File: src/source/wiscPkg.sv
////////////////////////////////////////
// WISC core shared types
////////////////////////////////////////
package wiscPkg;

   localparam int dataWidth = 16;                // data and instruction width
   localparam int regCount  = 8;                 // architectural registers

   typedef logic [2:0] regAddrT;

   typedef enum logic [4:0] {
      opHalt  = 5'b00000, opNop   = 5'b00001, opSiic  = 5'b00010, opRti   = 5'b00011,
      opJ     = 5'b00100, opJr    = 5'b00101, opJal   = 5'b00110, opJalr  = 5'b00111,
      opAddi  = 5'b01000, opSubi  = 5'b01001, opXori  = 5'b01010, opAndni = 5'b01011,
      opBeqz  = 5'b01100, opBnez  = 5'b01101, opBltz  = 5'b01110, opBgez  = 5'b01111,
      opSt    = 5'b10000, opLd    = 5'b10001, opSlbi  = 5'b10010, opStu   = 5'b10011,
      opRoli  = 5'b10100, opSlli  = 5'b10101, opRori  = 5'b10110, opSrli  = 5'b10111,
      opLbi   = 5'b11000, opBtr   = 5'b11001, opShiftR = 5'b11010, opAluR = 5'b11011,
      opSeq   = 5'b11100, opSlt   = 5'b11101, opSle   = 5'b11110, opSco   = 5'b11111
   } opcodeT;

   typedef struct packed {opcodeT opcode; regAddrT rs; regAddrT rd; logic [4:0] imm5;} iFormT;
   typedef struct packed {
      opcodeT     opcode;
      regAddrT    rs;
      regAddrT    rt;
      regAddrT    rd;
      logic [1:0] func;                          // selects op within alu and shift groups
   } rFormT;
   typedef struct packed {opcodeT opcode; regAddrT rs; logic [7:0] imm8;} i2FormT;
   typedef struct packed {opcodeT opcode; logic [10:0] disp11;} jFormT;

   // same 16 bits seen through each instruction format
   typedef union packed {
      iFormT  iForm;
      rFormT  rForm;
      i2FormT i2Form;
      jFormT  jForm;
   } instrT;

   typedef enum logic [1:0] {bReg, bImm5, bImm8, bZero} bSrcT;
   typedef enum logic [1:0] {wbLink, wbAlu, wbImm8, wbSlbi} wbSelT;
   typedef enum logic [1:0] {dstIRd, dstRRd, dstRs, dstR7} dstSelT;
   typedef enum logic [2:0] {aluAdd, aluXor, aluAndn, aluRol, aluSll, aluRor, aluSrl, aluBtr} aluOpT;
   typedef enum logic [2:0] {
      condNone, condZero, condNotZero, condSign, condNotSign, condSignOrZero, condCarry
   } condT;

   typedef struct packed {
      aluOpT  aluOp;
      logic   invA;                              // invert operand a before adder
      logic   invB;                              // invert operand b before adder
      logic   cin;
      bSrcT   bSrc;
      logic   zeroExt;                           // zero extend immediate instead of sign
      condT   condSel;
      logic   isSet;                             // write condTrue as 0 or 1
      logic   isBranch;
      logic   jumpDisp;                          // pc relative jump by disp11
      logic   jumpReg;                           // jump to rs plus imm8
      logic   regWrt;
      wbSelT  wbSel;
      dstSelT dstSel;
      logic   halt;
      logic   err;
   } ctrlT;

   typedef struct packed {
      logic [dataWidth-1:0] pc;
      logic [dataWidth-1:0] nextPc;
      logic                 wrEn;
      regAddrT              wrReg;
      logic [dataWidth-1:0] wrData;
      logic                 halt;
      logic                 err;
   } resultT;

endpackage

File: src/source/aluExecute.sv
////////////////////////////////////////
// WISC ALU and condition logic
////////////////////////////////////////
`timescale 1ns/1ps

module aluExecute (
   input  wiscPkg::ctrlT                 ctrl,
   input  wiscPkg::instrT                instr,
   input  logic [wiscPkg::dataWidth-1:0] rsData,
   input  logic [wiscPkg::dataWidth-1:0] rtData,
   output logic [wiscPkg::dataWidth-1:0] aluOut,
   output logic                          condTrue
);
   import wiscPkg::*;

   logic [dataWidth-1:0]   imm5Ext, imm8Ext;
   logic [dataWidth-1:0]   opB, a, b;
   logic [dataWidth:0]     sum;                   // extra bit holds carry out
   logic [2*dataWidth-1:0] rolWide, rorWide;
   logic [dataWidth-1:0]   rev;
   logic [3:0]             shAmt;
   logic                   zeroFlag, signFlag, carryFlag, ovf;

   assign imm5Ext = ctrl.zeroExt ? {{(dataWidth-5){1'b0}}, instr.iForm.imm5}
                                 : {{(dataWidth-5){instr.iForm.imm5[4]}}, instr.iForm.imm5};
   assign imm8Ext = ctrl.zeroExt ? {{(dataWidth-8){1'b0}}, instr.i2Form.imm8}
                                 : {{(dataWidth-8){instr.i2Form.imm8[7]}}, instr.i2Form.imm8};

   always_comb begin
      case (ctrl.bSrc)
         bReg:    opB = rtData;
         bImm5:   opB = imm5Ext;
         bImm8:   opB = imm8Ext;
         default: opB = '0;                      // branches compare rs with zero
      endcase
   end

   assign a     = ctrl.invA ? ~rsData : rsData;
   assign b     = ctrl.invB ? ~opB : opB;
   assign sum   = {1'b0, a} + {1'b0, b} + {{dataWidth{1'b0}}, ctrl.cin};
   assign shAmt = b[3:0];                        // low 4 bits only
   assign rolWide = {a, a} << shAmt;             // upper half is the rotate
   assign rorWide = {a, a} >> shAmt;             // lower half is the rotate

   always_comb begin
      for (int i = 0; i < dataWidth; i++) begin
         rev[i] = rsData[dataWidth-1-i];
      end
   end

   always_comb begin
      case (ctrl.aluOp)
         aluAdd:  aluOut = sum[dataWidth-1:0];
         aluXor:  aluOut = a ^ b;
         aluAndn: aluOut = a & ~b;
         aluRol:  aluOut = rolWide[2*dataWidth-1:dataWidth];
         aluSll:  aluOut = a << shAmt;
         aluRor:  aluOut = rorWide[dataWidth-1:0];
         aluSrl:  aluOut = a >> shAmt;
         default: aluOut = rev;                  // btr
      endcase
   end

   // flags always come from the adder
   assign zeroFlag  = (sum[dataWidth-1:0] == '0);
   assign carryFlag = sum[dataWidth];
   assign ovf       = (a[dataWidth-1] == b[dataWidth-1]) && (sum[dataWidth-1] != a[dataWidth-1]);
   assign signFlag  = sum[dataWidth-1] ^ ovf;    // true signed less than

   always_comb begin
      case (ctrl.condSel)
         condZero:       condTrue = zeroFlag;
         condNotZero:    condTrue = !zeroFlag;
         condSign:       condTrue = signFlag;
         condNotSign:    condTrue = !signFlag;
         condSignOrZero: condTrue = signFlag || zeroFlag;
         condCarry:      condTrue = carryFlag;
         default:        condTrue = 1'b0;
      endcase
   end

endmodule

File: src/source/controlUnit.sv
////////////////////////////////////////
// WISC opcode decoder
////////////////////////////////////////
`timescale 1ns/1ps

module controlUnit (
   input  wiscPkg::instrT instr,
   output wiscPkg::ctrlT  ctrl
);
   import wiscPkg::*;

   always_comb begin
      ctrl = '0;                                 // defaults everywhere so nothing latches
      ctrl.aluOp   = aluAdd;
      ctrl.bSrc    = bReg;
      ctrl.condSel = condNone;
      ctrl.wbSel   = wbAlu;
      ctrl.dstSel  = dstIRd;
      case (instr.iForm.opcode)
         opHalt: begin
            ctrl.halt = 1'b1;
         end
         opNop, opSiic, opRti: begin
            // no exceptions here, behaves as nop
         end
         opAddi: begin
            ctrl.regWrt = 1'b1;
            ctrl.bSrc   = bImm5;                 // sign extended imm5
         end
         opSubi: begin
            ctrl.regWrt = 1'b1;
            ctrl.bSrc   = bImm5;
            ctrl.invA   = 1'b1;                  // imm minus rs
            ctrl.cin    = 1'b1;
         end
         opXori, opAndni: begin
            ctrl.regWrt  = 1'b1;
            ctrl.bSrc    = bImm5;
            ctrl.zeroExt = 1'b1;
            ctrl.aluOp   = (instr.iForm.opcode == opXori) ? aluXor : aluAndn;
         end
         opRoli, opSlli, opRori, opSrli: begin
            ctrl.regWrt  = 1'b1;
            ctrl.bSrc    = bImm5;
            ctrl.zeroExt = 1'b1;                 // shift amount is unsigned
            case (instr.iForm.opcode)
               opRoli:  ctrl.aluOp = aluRol;
               opSlli:  ctrl.aluOp = aluSll;
               opRori:  ctrl.aluOp = aluRor;
               default: ctrl.aluOp = aluSrl;
            endcase
         end
         opSt, opLd, opStu: begin
            ctrl.bSrc   = bImm5;                 // address still formed
            ctrl.regWrt = 1'b0;                  // no data memory
            ctrl.err    = 1'b1;
         end
         opBtr: begin
            ctrl.regWrt = 1'b1;
            ctrl.aluOp  = aluBtr;
            ctrl.dstSel = dstRRd;
         end
         opAluR: begin
            ctrl.regWrt = 1'b1;
            ctrl.dstSel = dstRRd;
            case (instr.rForm.func)
               2'b00: ctrl.aluOp = aluAdd;
               2'b01: begin                      // sub is rt minus rs
                  ctrl.aluOp = aluAdd;
                  ctrl.invA  = 1'b1;
                  ctrl.cin   = 1'b1;
               end
               2'b10: ctrl.aluOp = aluXor;
               default: ctrl.aluOp = aluAndn;
            endcase
         end
         opShiftR: begin
            ctrl.regWrt = 1'b1;
            ctrl.dstSel = dstRRd;
            case (instr.rForm.func)
               2'b00: ctrl.aluOp = aluRol;
               2'b01: ctrl.aluOp = aluSll;
               2'b10: ctrl.aluOp = aluRor;
               default: ctrl.aluOp = aluSrl;
            endcase
         end
         opSeq, opSlt, opSle, opSco: begin
            ctrl.regWrt = 1'b1;
            ctrl.isSet  = 1'b1;
            ctrl.dstSel = dstRRd;
            ctrl.invB   = (instr.iForm.opcode != opSco); // rs minus rt for compares
            ctrl.cin    = (instr.iForm.opcode != opSco);
            case (instr.iForm.opcode)
               opSeq:   ctrl.condSel = condZero;
               opSlt:   ctrl.condSel = condSign;
               opSle:   ctrl.condSel = condSignOrZero;
               default: ctrl.condSel = condCarry;   // carry out of rs plus rt
            endcase
         end
         opBeqz, opBnez, opBltz, opBgez: begin
            ctrl.isBranch = 1'b1;
            ctrl.bSrc     = bZero;               // alu passes rs through
            case (instr.iForm.opcode)
               opBeqz:  ctrl.condSel = condZero;
               opBnez:  ctrl.condSel = condNotZero;
               opBltz:  ctrl.condSel = condSign;
               default: ctrl.condSel = condNotSign;
            endcase
         end
         opLbi: begin
            ctrl.regWrt = 1'b1;
            ctrl.wbSel  = wbImm8;
            ctrl.dstSel = dstRs;
         end
         opSlbi: begin
            ctrl.regWrt = 1'b1;
            ctrl.wbSel  = wbSlbi;
            ctrl.dstSel = dstRs;
         end
         opJ: begin
            ctrl.jumpDisp = 1'b1;
         end
         opJr: begin
            ctrl.jumpReg = 1'b1;
            ctrl.bSrc    = bImm8;                // target formed by alu
         end
         opJal, opJalr: begin
            ctrl.regWrt   = 1'b1;
            ctrl.wbSel    = wbLink;              // r7 gets pc plus 2
            ctrl.dstSel   = dstR7;
            ctrl.jumpDisp = (instr.iForm.opcode == opJal);
            ctrl.jumpReg  = (instr.iForm.opcode == opJalr);
            ctrl.bSrc     = bImm8;
         end
         default: begin
            ctrl.err = 1'b1;                     // unknown opcode
         end
      endcase
   end

endmodule

File: src/source/regFile.sv
////////////////////////////////////////
// WISC register file
////////////////////////////////////////
`timescale 1ns/1ps

module regFile (
   input  logic                          clk,
   input  logic                          reset,
   input  wiscPkg::regAddrT              rdAddrA,
   input  wiscPkg::regAddrT              rdAddrB,
   output logic [wiscPkg::dataWidth-1:0] rdDataA,
   output logic [wiscPkg::dataWidth-1:0] rdDataB,
   input  logic                          wrEn,
   input  wiscPkg::regAddrT              wrAddr,
   input  logic [wiscPkg::dataWidth-1:0] wrData
);
   import wiscPkg::*;

   logic [dataWidth-1:0] regs [regCount];

   // async read, old value seen during a same edge write
   assign rdDataA = regs[rdAddrA];
   assign rdDataB = regs[rdAddrB];

   always_ff @(posedge clk) begin
      if (reset) begin
         for (int i = 0; i < regCount; i++) begin
            regs[i] <= '0;                       // all registers start at zero
         end
      end else if (wrEn) begin
         regs[wrAddr] <= wrData;
      end
   end

endmodule

File: src/source/wiscCore.sv
////////////////////////////////////////
// WISC single issue core
////////////////////////////////////////
`timescale 1ns/1ps

module wiscCore (
   input  logic                          clk,
   input  logic                          reset,
   input  logic                          inValid,
   output logic                          inReady,
   input  wiscPkg::instrT                inInstr,
   input  logic [wiscPkg::dataWidth-1:0] inPc,
   output logic                          outValid,
   input  logic                          outReady,
   output wiscPkg::resultT               outResult
);
   import wiscPkg::*;

   ctrlT                 ctrl;
   logic [dataWidth-1:0] rsData, rtData;
   logic [dataWidth-1:0] aluOut;
   logic                 condTrue;
   logic                 wbEn;
   regAddrT              wbReg;
   logic [dataWidth-1:0] wbData, nextPc;
   logic                 accept;

   assign inReady = !outValid || outReady;       // slot free or draining this edge
   assign accept  = inValid && inReady;

   controlUnit uDecode (
      .instr (inInstr),
      .ctrl  (ctrl)
   );

   regFile uRegs (
      .clk     (clk),
      .reset   (reset),
      .rdAddrA (inInstr.rForm.rs),
      .rdAddrB (inInstr.rForm.rt),
      .rdDataA (rsData),
      .rdDataB (rtData),
      .wrEn    (accept && wbEn),                 // only on an accepted instruction
      .wrAddr  (wbReg),
      .wrData  (wbData)
   );

   aluExecute uExec (
      .ctrl     (ctrl),
      .instr    (inInstr),
      .rsData   (rsData),
      .rtData   (rtData),
      .aluOut   (aluOut),
      .condTrue (condTrue)
   );

   writebackSelect uResult (
      .ctrl     (ctrl),
      .instr    (inInstr),
      .pc       (inPc),
      .rsData   (rsData),
      .aluOut   (aluOut),
      .condTrue (condTrue),
      .wrEn     (wbEn),
      .wrReg    (wbReg),
      .wrData   (wbData),
      .nextPc   (nextPc)
   );

   always_ff @(posedge clk) begin
      if (reset) begin
         outValid  <= 1'b0;
         outResult <= '0;
      end else begin
         if (inReady) begin
            outValid <= inValid;                 // refill or empty the slot
         end
         if (accept) begin
            outResult.pc     <= inPc;
            outResult.nextPc <= nextPc;
            outResult.wrEn   <= wbEn;
            outResult.wrReg  <= wbReg;
            outResult.wrData <= wbData;
            outResult.halt   <= ctrl.halt;
            outResult.err    <= ctrl.err;
         end
      end
   end

endmodule

File: src/source/writebackSelect.sv
////////////////////////////////////////
// WISC writeback and next pc
////////////////////////////////////////
`timescale 1ns/1ps

module writebackSelect (
   input  wiscPkg::ctrlT                 ctrl,
   input  wiscPkg::instrT                instr,
   input  logic [wiscPkg::dataWidth-1:0] pc,
   input  logic [wiscPkg::dataWidth-1:0] rsData,
   input  logic [wiscPkg::dataWidth-1:0] aluOut,
   input  logic                          condTrue,
   output logic                          wrEn,
   output wiscPkg::regAddrT              wrReg,
   output logic [wiscPkg::dataWidth-1:0] wrData,
   output logic [wiscPkg::dataWidth-1:0] nextPc
);
   import wiscPkg::*;

   logic [dataWidth-1:0] pcInc, imm8Ext, dispExt;

   assign pcInc   = pc + dataWidth'(2);
   assign imm8Ext = {{(dataWidth-8){instr.i2Form.imm8[7]}}, instr.i2Form.imm8};
   assign dispExt = {{(dataWidth-11){instr.jForm.disp11[10]}}, instr.jForm.disp11};

   assign wrEn = ctrl.regWrt && !ctrl.err;       // memory ops never write

   always_comb begin
      case (ctrl.wbSel)
         wbLink: wrData = pcInc;                 // jal and jalr link value
         wbAlu:  wrData = ctrl.isSet ? {{(dataWidth-1){1'b0}}, condTrue} : aluOut;
         wbImm8: wrData = imm8Ext;               // lbi
         default: wrData = {rsData[dataWidth-9:0], instr.i2Form.imm8}; // slbi
      endcase
   end

   always_comb begin
      case (ctrl.dstSel)
         dstIRd:  wrReg = instr.iForm.rd;
         dstRRd:  wrReg = instr.rForm.rd;
         dstRs:   wrReg = instr.i2Form.rs;
         default: wrReg = 3'd7;
      endcase
   end

   always_comb begin
      if (ctrl.jumpReg) begin
         nextPc = aluOut;                        // rs plus imm8 from the alu
      end else if (ctrl.jumpDisp) begin
         nextPc = pcInc + dispExt;
      end else if (ctrl.isBranch && condTrue) begin
         nextPc = pcInc + imm8Ext;               // taken branch
      end else begin
         nextPc = pcInc;
      end
   end

endmodule

File: config.mk
export PLATFORM = sky130hd
export DESIGN_NAME = wiscCore
export DESIGN_NICKNAME = d
export VERILOG_FILES = /design/src/source/wiscPkg.sv /design/src/source/aluExecute.sv /design/src/source/controlUnit.sv /design/src/source/regFile.sv /design/src/source/wiscCore.sv /design/src/source/writebackSelect.sv
export SDC_FILE = /design/constraint.sdc
export NUM_CORES = 1
export LEC_CHECK = 0
export ABC_AREA = 1
export BUFFER_PORTS_ARGS = -buffer_cell sky130_fd_sc_hd__buf_2
export CAP_MARGIN = 5
export CORE_ASPECT_RATIO = 0.5
export CORE_UTILIZATION = 51
export DETAILED_ROUTE_END_ITERATION = 12
export GPL_ROUTABILITY_DRIVEN = 0
export PLACE_DENSITY = 0.78
export SLEW_MARGIN = 40
export SYNTH_ARGS = -nofsm -noshare
export SYNTH_HDL_FRONTEND = slang
export SYNTH_HIERARCHICAL = 1
export SYNTH_SLANG_ARGS = --single-unit
File: constraint.sdc
create_clock -name clk -period 4.6 [get_ports clk]
set_clock_uncertainty 0.05 [all_clocks]
set_input_delay 0.23 -clock clk [delete_from_list [all_inputs] [get_ports clk]]
set_output_delay 0.23 -clock clk [all_outputs]
set_load 0.03 [all_outputs]
==> impl_metrics.toml <==
[floorplan]
io_pins = 92
initial_utilization = 0.5197
dieArea_sq_mm = 0.03458
dieWidth_um = 262.0
rows = 47
die_y_um = 132.0
core_area_sq_mm = 0.03317

[hold_path]
hold_class = "in -> reg"

[yosys]
synth_cells = 2800
synth-seq-cells = 183
yosys_warnings = 6
yosys.area_share.simple = 0.4717
synth-adder-area-share = 0.04849
ys_seq_area_frac = 0.2869
synth_cell_types = 47
synthXorXnorAreaFrac = 0.02584
muxShareOfSynthArea = 0
syn_area_per_cell_sq_um = 6.156
syn_area_sq_mm = 0.01724
synth_top_family_by_area = "simple AND/OR/NAND/NOR gates"
synth_fp_nets = 2901
synth_compound_area_frac = 0.05212

[clocking]
clockRootBuffer = "clkbuf_16"
clk_pin_slew_worst_paths_ps = 80
max-clock-path-buffers = 2
numCtsBuffers = 17
cts_sinks = 183
tritoncts = "built"
insertion_delay_ps = 470
htree_levels = 4

[worst_setup_path]
crit_start = "uRegs/regs[4][2]$_SDFFCE_PN0P_"
required_ps = 4740
rrSetupSlack_ps = 150
cp-endpoint = "uRegs/regs[5][2]$_SDFFCE_PN0P_"
reg2regPathDepth = 24
path_class = "reg -> reg"
worstPathArrival_ps = 4590
reg2reg_to = "uRegs/regs[5][2]$_SDFFCE_PN0P_"
start_kind = "flop"
worst_setup_path_end_kind = "flop"
crit_fanout = 34
r2r_start = "uRegs/regs[4][2]$_SDFFCE_PN0P_"

[routing]
ant_nets = 0
drc = 0
num_vias = 19800
viasPerCell = 5.768
drt_iter0_drc = 3055
wl_per_cell_um = 18.00
wirelength_mm = 61.78
firstDrtPassIters = 6

[final_layout]
mostFrequentLayoutCells = "nand2_1, nand3_1, nor2_1"
fin_util = 0.6017
final_common_cell = "nand2_1"
syn_to_final_growth_pct = 15.77
nNetsFinal = 3078
design_area_sq_mm = 0.01996
drive_above_1_share = 0.1431

[sta]
fmax_mhz = 224.7
min_period_ps = 4451
tightest_slew_ps = 747.0
worst_slack_ps = 149.5
final_max_slew_viol_count = 0
final_hold_viol_count = 0
setup_viol = 0
slew_headroom = 0.4990
fin_crit_sh = 0.9675

[global_routing]
grt_max_degree = 57
grtUsageTotal = 0.3526
gr-total-overflow = 0
antenna_found_initial = 2
grt_first_pass_wirelength_mm = 95.22
grt_pass1_vias = 17840

[power]
switching_share = 0.4241
irDropWorstVdd_mv = 0.2957
sequentialPowerShare = 0.280
intPower_mw = 3.893
clkPwrFrac = 0.249
power_switching_mw = 2.866
powerDensity_mw_per_mm2 = 338.7
p_leak_nw = 10.52
p_comb_frac = 0.470

[placed_design]
portBuffers = 91
dp_slack_ps = -177.5
post_dp_cell_area_sq_mm = 0.01909
hpwl_mm = 44.38

[flow_run]
drv_cap = 0

[run_status]
outcome = "complete, no violations"
==> cells in the mapped netlist, drive strengths merged <==
master / instances / area (sq um)
buf: 81 / 556.8
ha: 62 / 775.7
o211ai: 17 / 127.6
dfxtp: 55 / 1101
edfxtp: 128 / 3844
a21oi: 74 / 374.1
o21a: 2 / 15.01
o22ai: 1 / 6.260
nand3b: 61 / 457.9
o221ai: 4 / 35.03
xor2: 30 / 296.5
a211oi: 4 / 30.03
o21bai: 3 / 22.52
a21o: 2 / 15.01
o21ai: 33 / 165.2
nand3: 406 / 2077
nor2: 352 / 1391
or2: 11 / 68.82
nor3: 20 / 105.1
fa: 3 / 60.06
a22oi: 1 / 7.510
inv: 343 / 1290
clkinv: 1 / 3.750
a221oi: 7 / 61.31
a31oi: 2 / 12.51
clkbuf: 35 / 131.4
nand4: 16 / 106.4
nand2: 1024 / 3911
xnor2: 17 / 148.9
and2: 2 / 12.51
o2111ai: 3 / 26.28
==> layer usage <==
metal  up-vias  share of wire  track usage
li1       9249              -            -
met1      8896           0.38       0.4878
met2      1426           0.42       0.5207
met3       231           0.16      0.09535
met4         0          0.039       0.1394
met5         -              0            0
==> power groups by stage <==
stage / combinational [mW] / clock [mW] / sequential (mW)
floorplan: 1.74 / 0 / 2.02
global placement: 2.95 / 0 / 1.93
detailed placement: 2.97 / 0 / 1.93
CTS: 2.99 / 1.69 / 1.89
global route: 3.41 / 1.75 / 1.90
finish: 3.18 / 1.69 / 1.90
==> what timing repair did <==
item | in CTS | in global routing
setup buffers | 0 | 4
hold buffers | 1 | 0
endpoints found under the setup margin | 0 | 76
endpoints found under the hold margin | 2 | 0
resized for setup | 0 | 45
==> stage by stage <==
step                setup TNS (ps)  instances  hold slack (ps)  power (mW)
detailed placement           -1715       3394            404.7       4.903
global route                -682.3       3433            91.10       7.067
floorplan                        0       2800            249.1       3.754
CTS                              0       3427            73.47       6.571
global placement            -865.1       3394            397.2       4.874
finish                           0       3433            94.74       6.759
==> state kept, by name, indices dropped and copies added (netlist names) <==
signal / cells
uRegs/regs: 128
outValid: 1
outResult: 54
==> cell families (layout without fill, tap and decap cells) <==
group / count (synthesis) / after routing
AO/OA/AOI/OAI: 153 / 153
XOR/XNOR: 47 / 47
adder cells (fa/ha/maj): 65 / 65
buffers and inverters: 460 / 650
flip-flops: 183 / 183
other: 0 / 2
AND/OR/NAND/NOR: 1892 / 1892
==> worst max-delay path: stages (launching register included) <==
cell      delay, ps
edfxtp_1        360
inv_1           110
nand2_1         100
nand3_1         100
nand2_1          60
nand2_1          60
nand2_1         130
nand2_1         140
nand3_2         140
xor2_4          220
buf_4           410
inv_2           200
ha_1            240
nand2_1          80
nand2_1          70
a221oi_1        450
o21ai_0         170
inv_1            80
nand3_1         110
nand2_1         110
inv_1            50
inv_1           110
o211ai_1        200
inv_1           310
nor2_1          100
==> layout make-up <==
type | instances | area, sq um
flip-flops and latches | 183 | 4945
clock inverters | 15 | 235.2
diodes | 2 | 5.005
inverters | 344 | 1299
repair buffers | 274 | 2023
clock buffers | 17 | 425.4
fillers | 3039 | 13210
multi-input cells | 2157 | 10470
well taps | 441 | 551.8
==> worst min path at each step <==
| stage | from | endpoint | slack (ps) | depth (start not counted) |
|---|---|---|---|---|
| finish | inPc[2] | outResult[40]$_SDFFE_PP0P_ | 90 | 4 |
| global route | inValid | outResult[21]$_SDFFE_PP0P_ | 90 | 3 |
| CTS | inValid | outResult[21]$_SDFFE_PP0P_ | 70 | 3 |
| detailed placement | outResult[21]$_SDFFE_PP0P_ | outResult[21]$_SDFFE_PP0P_ | 400 | 2 |
| global placement | outResult[21]$_SDFFE_PP0P_ | outResult[21]$_SDFFE_PP0P_ | 400 | 2 |
| floorplan | reset | outResult[21]$_SDFFE_PP0P_ | 250 | 1 |
Note: power is estimated with default switching activity, not from simulation.
